$ cat config.mk
export PLATFORM = sky130hd
export DESIGN_NAME = tile_binner
export DESIGN_NICKNAME = d
export VERILOG_FILES = /design/src/hdl/bin_pkg.sv /design/src/hdl/edge_query_if.sv /design/src/hdl/bin_ctrl.sv /design/src/hdl/edge_eval.sv /design/src/hdl/tile_binner.sv /design/src/hdl/tile_walker.sv
export SDC_FILE = /design/constraint.sdc
export NUM_CORES = 2
export LEC_CHECK = 0
export BUFFER_PORTS_ARGS = -buffer_cell sky130_fd_sc_hd__buf_4
export CORE_ASPECT_RATIO = 0.8
export CORE_MARGIN = 5
export CORE_UTILIZATION = 54
export DETAILED_ROUTE_END_ITERATION = 10
export PLACE_DENSITY = 0.8
export SYNTH_ARGS = -nofsm -noshare
export SYNTH_HDL_FRONTEND = slang
export SYNTH_SLANG_ARGS = --single-unit
$ cat constraint.sdc
create_clock -name clk -period 22.1 [get_ports clk]
set_clock_uncertainty 0.05 [all_clocks]
set_input_delay 3.315 -clock clk [delete_from_list [all_inputs] [get_ports clk]]
set_output_delay 3.315 -clock clk [all_outputs]
set_load 0.03 [all_outputs]
$ cat src/hdl/bin_pkg.sv
// --------------------------------------------------------------------------
// shared widths, tile size and coordinate/coefficient types for the binner
// corner select and controller state enums
// --------------------------------------------------------------------------

package bin_pkg;

    // pixel coordinates are integer, unsigned
    localparam int coord_w   = 12;
    // edge coefficients a, b, c
    localparam int coef_w    = 16;
    // a*x + b*y + c fits with margin
    localparam int efunc_w   = 32;
    localparam int tile_size = 16;
    localparam int cnt_w     = 8;
    localparam int num_edges = 3;

    typedef logic [coord_w-1:0] coord_t;
    typedef logic signed [coef_w-1:0] coef_t;
    typedef logic [cnt_w-1:0] tile_cnt_t;
    typedef logic [1:0] edge_sel_t;

    // trivial reject / trivial accept corner of a tile
    typedef enum logic {
        corner_tr,
        corner_ta
    } corner_e;

    typedef enum logic [2:0] {
        st_idle,
        st_query,
        st_wait,
        st_decide,
        st_raster_out,
        st_shader_out,
        st_step
    } bin_state_e;

endpackage

$ cat src/hdl/edge_query_if.sv
// --------------------------------------------------------------------------
// corner query and sign result channel, controller to edge evaluator
// --------------------------------------------------------------------------

`timescale 1ns/1ps

interface edge_query_if import bin_pkg::*; ();

    // one-cycle request, no back-pressure
    logic      query;
    edge_sel_t edge_sel;
    corner_e   corner;

    // result comes back two cycles after its query
    logic      res_valid;
    logic      res_neg;

    modport ctrl (
        output query,
        output edge_sel,
        output corner,
        input  res_valid,
        input  res_neg
    );

    modport eval (
        input  query,
        input  edge_sel,
        input  corner,
        output res_valid,
        output res_neg
    );

endinterface

$ cat src/hdl/bin_ctrl.sv
// --------------------------------------------------------------------------
// binner controller: per-tile FSM, six corner queries, sticky
// reject/accept flags and the raster and shader output strobes
// --------------------------------------------------------------------------

`timescale 1ns/1ps

module bin_ctrl import bin_pkg::*; (
    input  logic clk,
    input  logic i_rst_n,
    input  logic i_valid,
    input  logic i_ack_r,
    input  logic i_full,
    input  logic i_last,
    output logic o_load,
    output logic o_step,
    output logic o_busy,
    output logic o_valid_r,
    output logic o_fifo_write,
    output logic o_capture,
    edge_query_if.ctrl q_if
);

    bin_state_e state;
    bin_state_e state_nxt;

    logic [2:0] qcnt;
    logic [2:0] res_cnt;
    logic       tr_neg;
    logic       ta_neg;
    logic       accept;

    assign accept = (state == st_idle) && i_valid;

    assign o_capture    = accept;
    assign o_load       = accept;
    assign o_step       = (state == st_step);
    assign o_busy       = (state != st_idle);
    assign o_valid_r    = (state == st_raster_out);
    assign o_fifo_write = (state == st_shader_out) && !i_full;

    // queries 0..2 are TR, 3..5 are TA, same edge order
    assign q_if.query    = (state == st_query);
    assign q_if.corner   = (qcnt < 3'd3) ? corner_tr : corner_ta;
    assign q_if.edge_sel = (qcnt < 3'd3) ? qcnt[1:0] : edge_sel_t'(qcnt - 3'd3);

    always_comb begin
        state_nxt = state;
        case (state)
            st_idle: begin
                if (i_valid) begin
                    state_nxt = st_query;
                end
            end
            st_query: begin
                if (qcnt == 3'd5) begin
                    state_nxt = st_wait;
                end
            end
            st_wait: begin
                // last result lands here, decide next cycle
                if (q_if.res_valid && res_cnt == 3'd5) begin
                    state_nxt = st_decide;
                end
            end
            st_decide: begin
                if (tr_neg) begin
                    state_nxt = i_last ? st_idle : st_step;
                end else if (ta_neg) begin
                    state_nxt = st_raster_out;
                end else begin
                    state_nxt = st_shader_out;
                end
            end
            st_raster_out: begin
                if (i_ack_r) begin
                    state_nxt = i_last ? st_idle : st_step;
                end
            end
            st_shader_out: begin
                if (!i_full) begin
                    state_nxt = i_last ? st_idle : st_step;
                end
            end
            st_step: begin
                state_nxt = st_query;
            end
            default: begin
                state_nxt = st_idle;
            end
        endcase
    end

    always_ff @(posedge clk or negedge i_rst_n) begin
        if (!i_rst_n) begin
            state   <= st_idle;
            qcnt    <= '0;
            res_cnt <= '0;
            tr_neg  <= 1'b0;
            ta_neg  <= 1'b0;
        end else begin
            state <= state_nxt;

            if (state == st_query) begin
                qcnt <= qcnt + 1'b1;
            end else begin
                qcnt <= '0;
            end

            // fresh tile, nothing in flight at this point
            if (accept || o_step) begin
                res_cnt <= '0;
                tr_neg  <= 1'b0;
                ta_neg  <= 1'b0;
            end else if (q_if.res_valid) begin
                res_cnt <= res_cnt + 1'b1;
                if (res_cnt < 3'd3) begin
                    tr_neg <= tr_neg | q_if.res_neg;
                end else begin
                    ta_neg <= ta_neg | q_if.res_neg;
                end
            end
        end
    end

endmodule

$ cat src/hdl/edge_eval.sv
// --------------------------------------------------------------------------
// edge evaluator: coefficient store, tile corner select and
// two-stage edge function pipeline returning the sign per query
// --------------------------------------------------------------------------

`timescale 1ns/1ps

module edge_eval import bin_pkg::*; (
    input  logic   clk,
    input  logic   i_rst_n,
    input  logic   i_capture,
    input  coef_t  i_e0_a,
    input  coef_t  i_e0_b,
    input  coef_t  i_e0_c,
    input  coef_t  i_e1_a,
    input  coef_t  i_e1_b,
    input  coef_t  i_e1_c,
    input  coef_t  i_e2_a,
    input  coef_t  i_e2_b,
    input  coef_t  i_e2_c,
    input  coord_t i_tile_x,
    input  coord_t i_tile_y,
    edge_query_if.eval q_if
);

    coef_t coef_a [num_edges];
    coef_t coef_b [num_edges];
    coef_t coef_c [num_edges];

    coef_t a_sel;
    coef_t b_sel;
    logic  x_far;
    logic  y_far;
    logic  signed [coord_w+1:0] cx;
    logic  signed [coord_w+1:0] cy;

    // stage one
    logic  signed [efunc_w-1:0] prod_x;
    logic  signed [efunc_w-1:0] prod_y;
    coef_t c_s1;
    logic  vld_s1;

    logic  signed [efunc_w-1:0] efunc;

    always_ff @(posedge clk) begin
        if (i_capture) begin
            coef_a[0] <= i_e0_a;
            coef_b[0] <= i_e0_b;
            coef_c[0] <= i_e0_c;
            coef_a[1] <= i_e1_a;
            coef_b[1] <= i_e1_b;
            coef_c[1] <= i_e1_c;
            coef_a[2] <= i_e2_a;
            coef_b[2] <= i_e2_b;
            coef_c[2] <= i_e2_c;
        end
    end

    assign a_sel = coef_a[q_if.edge_sel];
    assign b_sel = coef_b[q_if.edge_sel];

    // TR takes the far side where the coefficient is non-negative, TA the other one
    assign x_far = (q_if.corner == corner_ta) ? a_sel[coef_w-1] : !a_sel[coef_w-1];
    assign y_far = (q_if.corner == corner_ta) ? b_sel[coef_w-1] : !b_sel[coef_w-1];

    assign cx = $signed({2'b00, i_tile_x}) + (x_far ? (coord_w+2)'(tile_size) : '0);
    assign cy = $signed({2'b00, i_tile_y}) + (y_far ? (coord_w+2)'(tile_size) : '0);

    always_ff @(posedge clk) begin
        prod_x <= a_sel * cx;
        prod_y <= b_sel * cy;
        c_s1   <= coef_c[q_if.edge_sel];
    end

    assign efunc = prod_x + prod_y + efunc_w'(c_s1);

    always_ff @(posedge clk) begin
        q_if.res_neg <= efunc[efunc_w-1];
    end

    // valid travels alongside the two data stages
    always_ff @(posedge clk or negedge i_rst_n) begin
        if (!i_rst_n) begin
            vld_s1         <= 1'b0;
            q_if.res_valid <= 1'b0;
        end else begin
            vld_s1         <= q_if.query;
            q_if.res_valid <= vld_s1;
        end
    end

endmodule

$ cat src/hdl/tile_binner.sv
// --------------------------------------------------------------------------
// tile binner top: controller, tile walker and edge evaluator
// --------------------------------------------------------------------------

`timescale 1ns/1ps

module tile_binner import bin_pkg::*; (
    input  logic      clk,
    input  logic      i_rst_n,
    input  logic      i_valid,
    input  coef_t     i_e0_a,
    input  coef_t     i_e0_b,
    input  coef_t     i_e0_c,
    input  coef_t     i_e1_a,
    input  coef_t     i_e1_b,
    input  coef_t     i_e1_c,
    input  coef_t     i_e2_a,
    input  coef_t     i_e2_b,
    input  coef_t     i_e2_c,
    input  coord_t    i_min_x,
    input  coord_t    i_min_y,
    input  tile_cnt_t i_tiles_x,
    input  tile_cnt_t i_tiles_y,
    input  logic      i_ack_r,
    input  logic      i_full,
    output coord_t    o_tile_x,
    output coord_t    o_tile_y,
    output logic      o_valid_r,
    output logic      o_fifo_write,
    output logic      o_busy
);

    logic capture;
    logic load;
    logic step;
    logic last;

    edge_query_if u_query_if ();

    bin_ctrl u_bin_ctrl (
        .clk          (clk),
        .i_rst_n      (i_rst_n),
        .i_valid      (i_valid),
        .i_ack_r      (i_ack_r),
        .i_full       (i_full),
        .i_last       (last),
        .o_load       (load),
        .o_step       (step),
        .o_busy       (o_busy),
        .o_valid_r    (o_valid_r),
        .o_fifo_write (o_fifo_write),
        .o_capture    (capture),
        .q_if         (u_query_if.ctrl)
    );

    // tile position feeds both the evaluator and the output ports
    tile_walker u_tile_walker (
        .clk       (clk),
        .i_rst_n   (i_rst_n),
        .i_load    (load),
        .i_step    (step),
        .i_min_x   (i_min_x),
        .i_min_y   (i_min_y),
        .i_tiles_x (i_tiles_x),
        .i_tiles_y (i_tiles_y),
        .o_tile_x  (o_tile_x),
        .o_tile_y  (o_tile_y),
        .o_last    (last)
    );

    edge_eval u_edge_eval (
        .clk       (clk),
        .i_rst_n   (i_rst_n),
        .i_capture (capture),
        .i_e0_a    (i_e0_a),
        .i_e0_b    (i_e0_b),
        .i_e0_c    (i_e0_c),
        .i_e1_a    (i_e1_a),
        .i_e1_b    (i_e1_b),
        .i_e1_c    (i_e1_c),
        .i_e2_a    (i_e2_a),
        .i_e2_b    (i_e2_b),
        .i_e2_c    (i_e2_c),
        .i_tile_x  (o_tile_x),
        .i_tile_y  (o_tile_y),
        .q_if      (u_query_if.eval)
    );

endmodule

$ cat src/hdl/tile_walker.sv
// --------------------------------------------------------------------------
// tile walker: current tile position, column and row counters,
// raster order stepping over the grid
// --------------------------------------------------------------------------

`timescale 1ns/1ps

module tile_walker import bin_pkg::*; (
    input  logic      clk,
    input  logic      i_rst_n,
    input  logic      i_load,
    input  logic      i_step,
    input  coord_t    i_min_x,
    input  coord_t    i_min_y,
    input  tile_cnt_t i_tiles_x,
    input  tile_cnt_t i_tiles_y,
    output coord_t    o_tile_x,
    output coord_t    o_tile_y,
    output logic      o_last
);

    coord_t    start_x;
    tile_cnt_t col;
    tile_cnt_t row;
    tile_cnt_t last_col;
    tile_cnt_t last_row;
    logic      row_end;

    assign row_end = (col == last_col);
    assign o_last  = row_end && (row == last_row);

    // only x needs to return to the start, y just keeps climbing
    always_ff @(posedge clk) begin
        if (i_load) begin
            start_x <= i_min_x;
        end
    end

    always_ff @(posedge clk or negedge i_rst_n) begin
        if (!i_rst_n) begin
            col      <= '0;
            row      <= '0;
            last_col <= '0;
            last_row <= '0;
            o_tile_x <= '0;
            o_tile_y <= '0;
        end else if (i_load) begin
            col      <= '0;
            row      <= '0;
            // zero tiles behaves like a single tile
            last_col <= (i_tiles_x == '0) ? '0 : i_tiles_x - 1'b1;
            last_row <= (i_tiles_y == '0) ? '0 : i_tiles_y - 1'b1;
            o_tile_x <= i_min_x;
            o_tile_y <= i_min_y;
        end else if (i_step) begin
            if (row_end) begin
                col      <= '0;
                row      <= row + 1'b1;
                o_tile_x <= start_x;
                o_tile_y <= o_tile_y + coord_w'(tile_size);
            end else begin
                col      <= col + 1'b1;
                o_tile_x <= o_tile_x + coord_w'(tile_size);
            end
        end
    end

endmodule
Word level (Yosys, flattened, before mapping)
Memory sizes are Yosys's and may differ from the RTL's. A register that Yosys moved wholly into a read port is not among the register bits.
Cells that the tools add are included.

word-level totals
  register bits = 146
  bits in writable memories = 144
  bits of input ports = 189
  logic and storage cells = 114
  memories kept = 3

cells by class
  $add $sub $neg = 13
  $mul = 2
  magnitude comparators = 2
  equality and inequality tests = 16
  multiplexer cells = 39
  bitwise gates (word level) = 2
  reduce and logical (&&, ||, !) cells = 20

memory list
  name                words  width  rd ports  clocked after memory_dff  wr ports  line             text
  u_edge_eval.coef_a  3      16     1         0                         3         edge_eval.sv:26  coef_t coef_a [num_edges];
  u_edge_eval.coef_b  3      16     1         0                         3         edge_eval.sv:27  coef_t coef_b [num_edges];
  u_edge_eval.coef_c  3      16     1         1                         3         edge_eval.sv:28  coef_t coef_c [num_edges];

operators by type and width
  cell                   count
  $mux 12                6
  $mux 8                 8
  $mul 16x14->30         2
  $add 32x16->32         1
  $add 32x32->32         1
  $mux 3                 10
  $add 12x5->13          2
  $add 12x5->12 const B  2
  $pmux 3 s7             1
  $add 8x1->8 const B    2
  $eq 8x8->1             2
  $logic_not 8->1        2
  $sub 8x1->8 const B    2
  $eq 3x3->1 const B     5
  $mux 1                 11
  $mux 5                 2
  $ne 2x2->1 const B     4
  $reduce_bool 2->1      4
  $add 3x1->3 const B    2
  $eq 3x2->1 const B     2
  $lt 3x2->1 const B     2
  $reduce_and 2->1       3
  $reduce_and 5->1       1
  $logic_and 1x1->1      4
  9 further kinds        13

Longest topological paths before layout
An unclocked memory read counts as a cell.

  depth after elaboration = 8
  mapped depth = 38
  gate-level depth less buffers = 34

Cells and area by module
From an unflattened synthesis, not the netlist that was laid out.

unflattened totals
  cell total of the unflattened synthesis = 2,798
  area total of the unflattened synthesis = 28,653.7 sq um

modules (own cells, without submodules)
  module       times used  cells an instance  area each (sq um)
  edge_eval    1           2,354              24,253.3
  tile_walker  1           367                3,687.3
  bin_ctrl     1           77                 713.2

Least setup slack after synthesis
Ideal clock, no wire load.

  kind = input to register
  from = in i_valid
  to = mem u_edge_eval.coef_a[0][0] in the netlist's numbering, enable pin
  library setup time = 0.580 ns
  data arrival time = 8.478 ns
  setup slack = 12.992 ns
  stages on the path = 5
  buffers on the path = 3
  cells stage by stage = nand2_1 -> inv_1 -> clkbuf_1 -> clkbuf_1 -> buf_1

RTL lines
  item         line               text
  from (decl)  tile_binner.sv:10  input logic i_valid,
  to (decl)    edge_eval.sv:26

Final worst setup path
  from = reg u_bin_ctrl.qcnt[1]
  to = reg u_edge_eval.prod_x[28]

between the ends
  word-level cells in the longest chain between the ends = 8

ends and longest elaborated chain
  item                                       line                            text
  from (decl)                                bin_ctrl.sv:27                  logic [2:0] qcnt;
  from (signal assigned)                     bin_ctrl.sv:105                 qcnt <= qcnt + 1'b1;
  $lt 3x2->1 or $sub 2x2->2 (tied branches)  bin_ctrl.sv:44, bin_ctrl.sv:45
  $mux 2                                     bin_ctrl.sv:45                  assign q_if.edge_sel = (qcnt < 3'd3) ? qcnt[1:0] : edge_sel_t'(qcnt - 3'd3);
  $mem_v2 3x16                               --
  $logic_not 1->1                            edge_eval.sv:63                 assign x_far = (q_if.corner == corner_ta) ? a_sel[coef_w-1] : !a_sel[coef_w-1];
  $mux 1                                     edge_eval.sv:63
  $mux 5                                     edge_eval.sv:66                 assign cx = $signed({2'b00, i_tile_x}) + (x_far ? (coord_w+2)'(tile_size) : '0);
  $add 12x5->13                              edge_eval.sv:66
  $mul 16x14->30 *                           edge_eval.sv:70                 prod_x <= a_sel * cx;
  to (signal assigned)                       edge_eval.sv:70
  to (decl)                                  edge_eval.sv:38                 logic signed [efunc_w-1:0] prod_x;

Every way passes the cells marked *; elsewhere a longest branch is shown, timed or not.
A chain may end at the register's enable or synchronous reset.

==> out/metrics.cfg <==
[floorplanning]
dieWidth_um = 266
row_count = 75
dieArea_mm2 = 0.0573
fp.coreArea_mm2 = 0.0523
die_h_um = 215
start_util_pct = 54.3
boundaryPins = 216

[timing]
period_share_pct = 44.0
tightest_slew_ns = 1.23
fin_setup_tns_ns = 0
rsz0062_at_grt = no
hold_viol = 0
maxSlewHeadroom_pct = 17.1
finalSetupViolCount = 0
final_max_slew_viol_count = 0
fin_crit_ns = 9.72
fmax_ghz = 0.103

[worst_setup_path]
path_max_fanout = 71
cp_common_cell = fa_1
slowest_stage = xnor2_1
crit_required_ns = 22.51
endpoint_kind = register
critPathKind = register to register
crit_arrival_ns = 10.13
slowest_delay_ns = 0.99
startpoint_type = register

[status]
status = finished clean

[drt]
wirelength_mm = 66.0
first_iter_violations = 1576
wire_per_inst_um = 17.8
ant_nets = 0
m1WireLength_mm = 28.6
route.met2.wl_mm = 30.2
dr_wl_met3_mm = 5.71
dr.pass1.iters = 6
viasPerCell = 5.39
vias = 19984
maxUsedRoutingLayer = met4
drc = 0

[placement]
place_hpwl_mm = 52.2
io_buffer_count = 215
place_congestion = 0.934

[synthesis]
async_flop_share_pct = 22.8
syn_area_mm2 = 0.0284
syn-num-nets = 3604
postSynthAreaPerCell_um2 = 10.2
synthCells = 2790
yosysWarnings = 0
synth_edf_count = 156
seq_area_frac_synth_pct = 28.0
synth-seq-cells = 302
ys.flop_type = edfxtp_1
synth_cell_type_count = 63

[final_layout]
drive_above_1_share_pct = 10.5
filler_cell_count = 4238
multi_input_area_mm2 = 0.0182
layout_common_cells = inv_1, fa_1, nand2_1
final_common_cell = inv_1
area_delta_synth_final_pct = 12.5
antenna_cells = 0
nets = 3801
register_area_mm2 = 0.00795

[clocking]
cts_setup_buffers = 0
root_buffer = clkbuf_16
clockBufferDepth = 3
path_clk_slew_ns = 0.07
tritoncts = built
cts_htree_levels = 2
clk_latency_ns = 0.57
cts.sinks = 302
cts_resized = 0
cts_made_buffers = 35
ctsHoldBuffers = 0

[global_routing]
grt_pass1_wl_mm = 110
grt_max_degree = 141
antenna_found_initial = 0
grt-ovfl-total = 0
first_global_vias = 21509
grt.total_usage_pct = 23.6

[flow_run]
maxCapViolCount = 0

[hold_path]
hold_class = register to register

## worst max-delay path: cells and delay by family (launching register included)
family / cells / cell delay (ns)
AOI/OAI and AO/OA: 8 / 1.89
xor gates and xnor gates: 3 / 1.30
adders and majority gates: 10 / 4.03
buffers and inverters: 5 / 0.98
DFF: 1 / 0.46
and+or+nand+nor: 6 / 0.88
## synth_stat cells, drive strengths merged, types with 2 or more instances
library cell / number / area (um^2)
inv: 507 / 1900
fa: 433 / 8670
nand2: 323 / 1210
nor2: 205 / 769
ha: 192 / 2400
edfxtp: 156 / 4680
a21oi: 112 / 561
and2: 96 / 601
xnor2: 89 / 780
dfxtp: 77 / 1540
dfrtp: 69 / 1730
o21ai: 69 / 349
clkbuf: 60 / 225
mux2i: 56 / 561
nor2b: 46 / 288
xor2: 42 / 368
nand3: 32 / 160
a21o: 31 / 233
buf: 26 / 126
nor3: 24 / 120
and3: 20 / 125
nand4: 15 / 93.8
o21a: 15 / 113
nand2b: 12 / 75.1
a211oi: 10 / 85.1
a31oi: 8 / 50.1
o21bai: 6 / 45.0
o41ai: 5 / 58.8
or3: 5 / 31.3
mux2: 4 / 45.0
o31ai: 4 / 35.0
a22oi: 3 / 22.5
nor4: 3 / 18.8
o22ai: 3 / 18.8
or2: 3 / 18.8
a211o: 2 / 17.5
a21boi: 2 / 15.0
a221oi: 2 / 17.5
and4: 2 / 17.5
nand3b: 2 / 15.0
nor3b: 2 / 15.0
o2111ai: 2 / 17.5
## final timing paths
check                           cells after the start                          to          startpoint  slack [ns]
worst max-delay path                               32      u_edge_eval.prod_x[28]  u_bin_ctrl.qcnt[1]       12.38
worst min-delay path                                0  u_edge_eval.q_if.res_valid  u_edge_eval.vld_s1        0.30
worst max register to register                     32      u_edge_eval.prod_x[28]  u_bin_ctrl.qcnt[1]       12.38
worst min register to register                      0  u_edge_eval.q_if.res_valid  u_edge_eval.vld_s1        0.30
max in group asynchronous                           1   u_tile_walker.o_tile_y[0]             i_rst_n       18.50
min in group asynchronous                           1   u_tile_walker.last_row[0]             i_rst_n        2.87
## registers in the layout (all words and copies together), names as in the netlist
register,cells
u_bin_ctrl.ta_neg,1
u_tile_walker.col,8
u_bin_ctrl.res_cnt,3
u_edge_eval.coef_a,48
u_tile_walker.o_tile_y,12
u_edge_eval.prod_y,30
u_edge_eval.prod_x,30
u_bin_ctrl.tr_neg,1
u_tile_walker.row,8
u_tile_walker.start_x,12
u_edge_eval.c_s1,16
u_bin_ctrl.state,3
u_bin_ctrl.qcnt,3
u_edge_eval.q_if.res_neg,1
u_tile_walker.last_col,8
u_tile_walker.o_tile_x,12
u_edge_eval.coef_b,48
u_tile_walker.last_row,8
u_edge_eval.vld_s1,1
u_edge_eval.coef_c,48
u_edge_eval.q_if.res_valid,1
## kinds of logic (layout without fill, tap and decap cells)
logic type / Yosys count / in the layout / share of synthesized area, %
simple gates: 794 / 794 / 12.7
fa+ha+maj: 625 / 625 / 39.0
buf+inv: 593 / 817 / 7.94
flops: 302 / 302 / 28.0
compound gates: 285 / 285 / 6.18
xor+xnor: 131 / 131 / 4.04
mux: 60 / 60 / 2.13
## stage by stage
step	area (um^2)	setup slack, ns	hold WS (ns)	cells	utilization [%]
4_1_cts	31900	12.44	0.303	3707	61.1
2_1_floorplan	28400	12.99	0.281	2790	-
3_3_place_gp	30800	12.68	0.283	3643	58.9
6_report	31900	12.38	0.300	3707	61.1
5_1_grt	31900	11.82	0.312	3707	61.1
3_5_place_dp	30800	12.51	0.286	3643	58.9
## layer usage
metal	global-route usage, %	vias to the layer above
li1	-	9145
met1	33.3	10017
met2	37.4	711
met3	5.91	111
met4	5.63	0
met5	0	-
## cell type report
| class | instances | area share (%) |
|---|---|---|
| Sequential cell | 302 | 24.9 |
| Clock inverter | 19 | 0.690 |
| Multi-Input combinational cell | 1895 | 57.0 |
| Tap cell | 693 | 2.72 |
| Clock buffer | 45 | 2.93 |
| Inverter | 507 | 5.98 |
| Timing Repair Buffer | 246 | 5.78 |
Power is left out: the tool's default activity adds up to more than one toggle a clock period on the data nets, which glitch-free logic cannot reach.
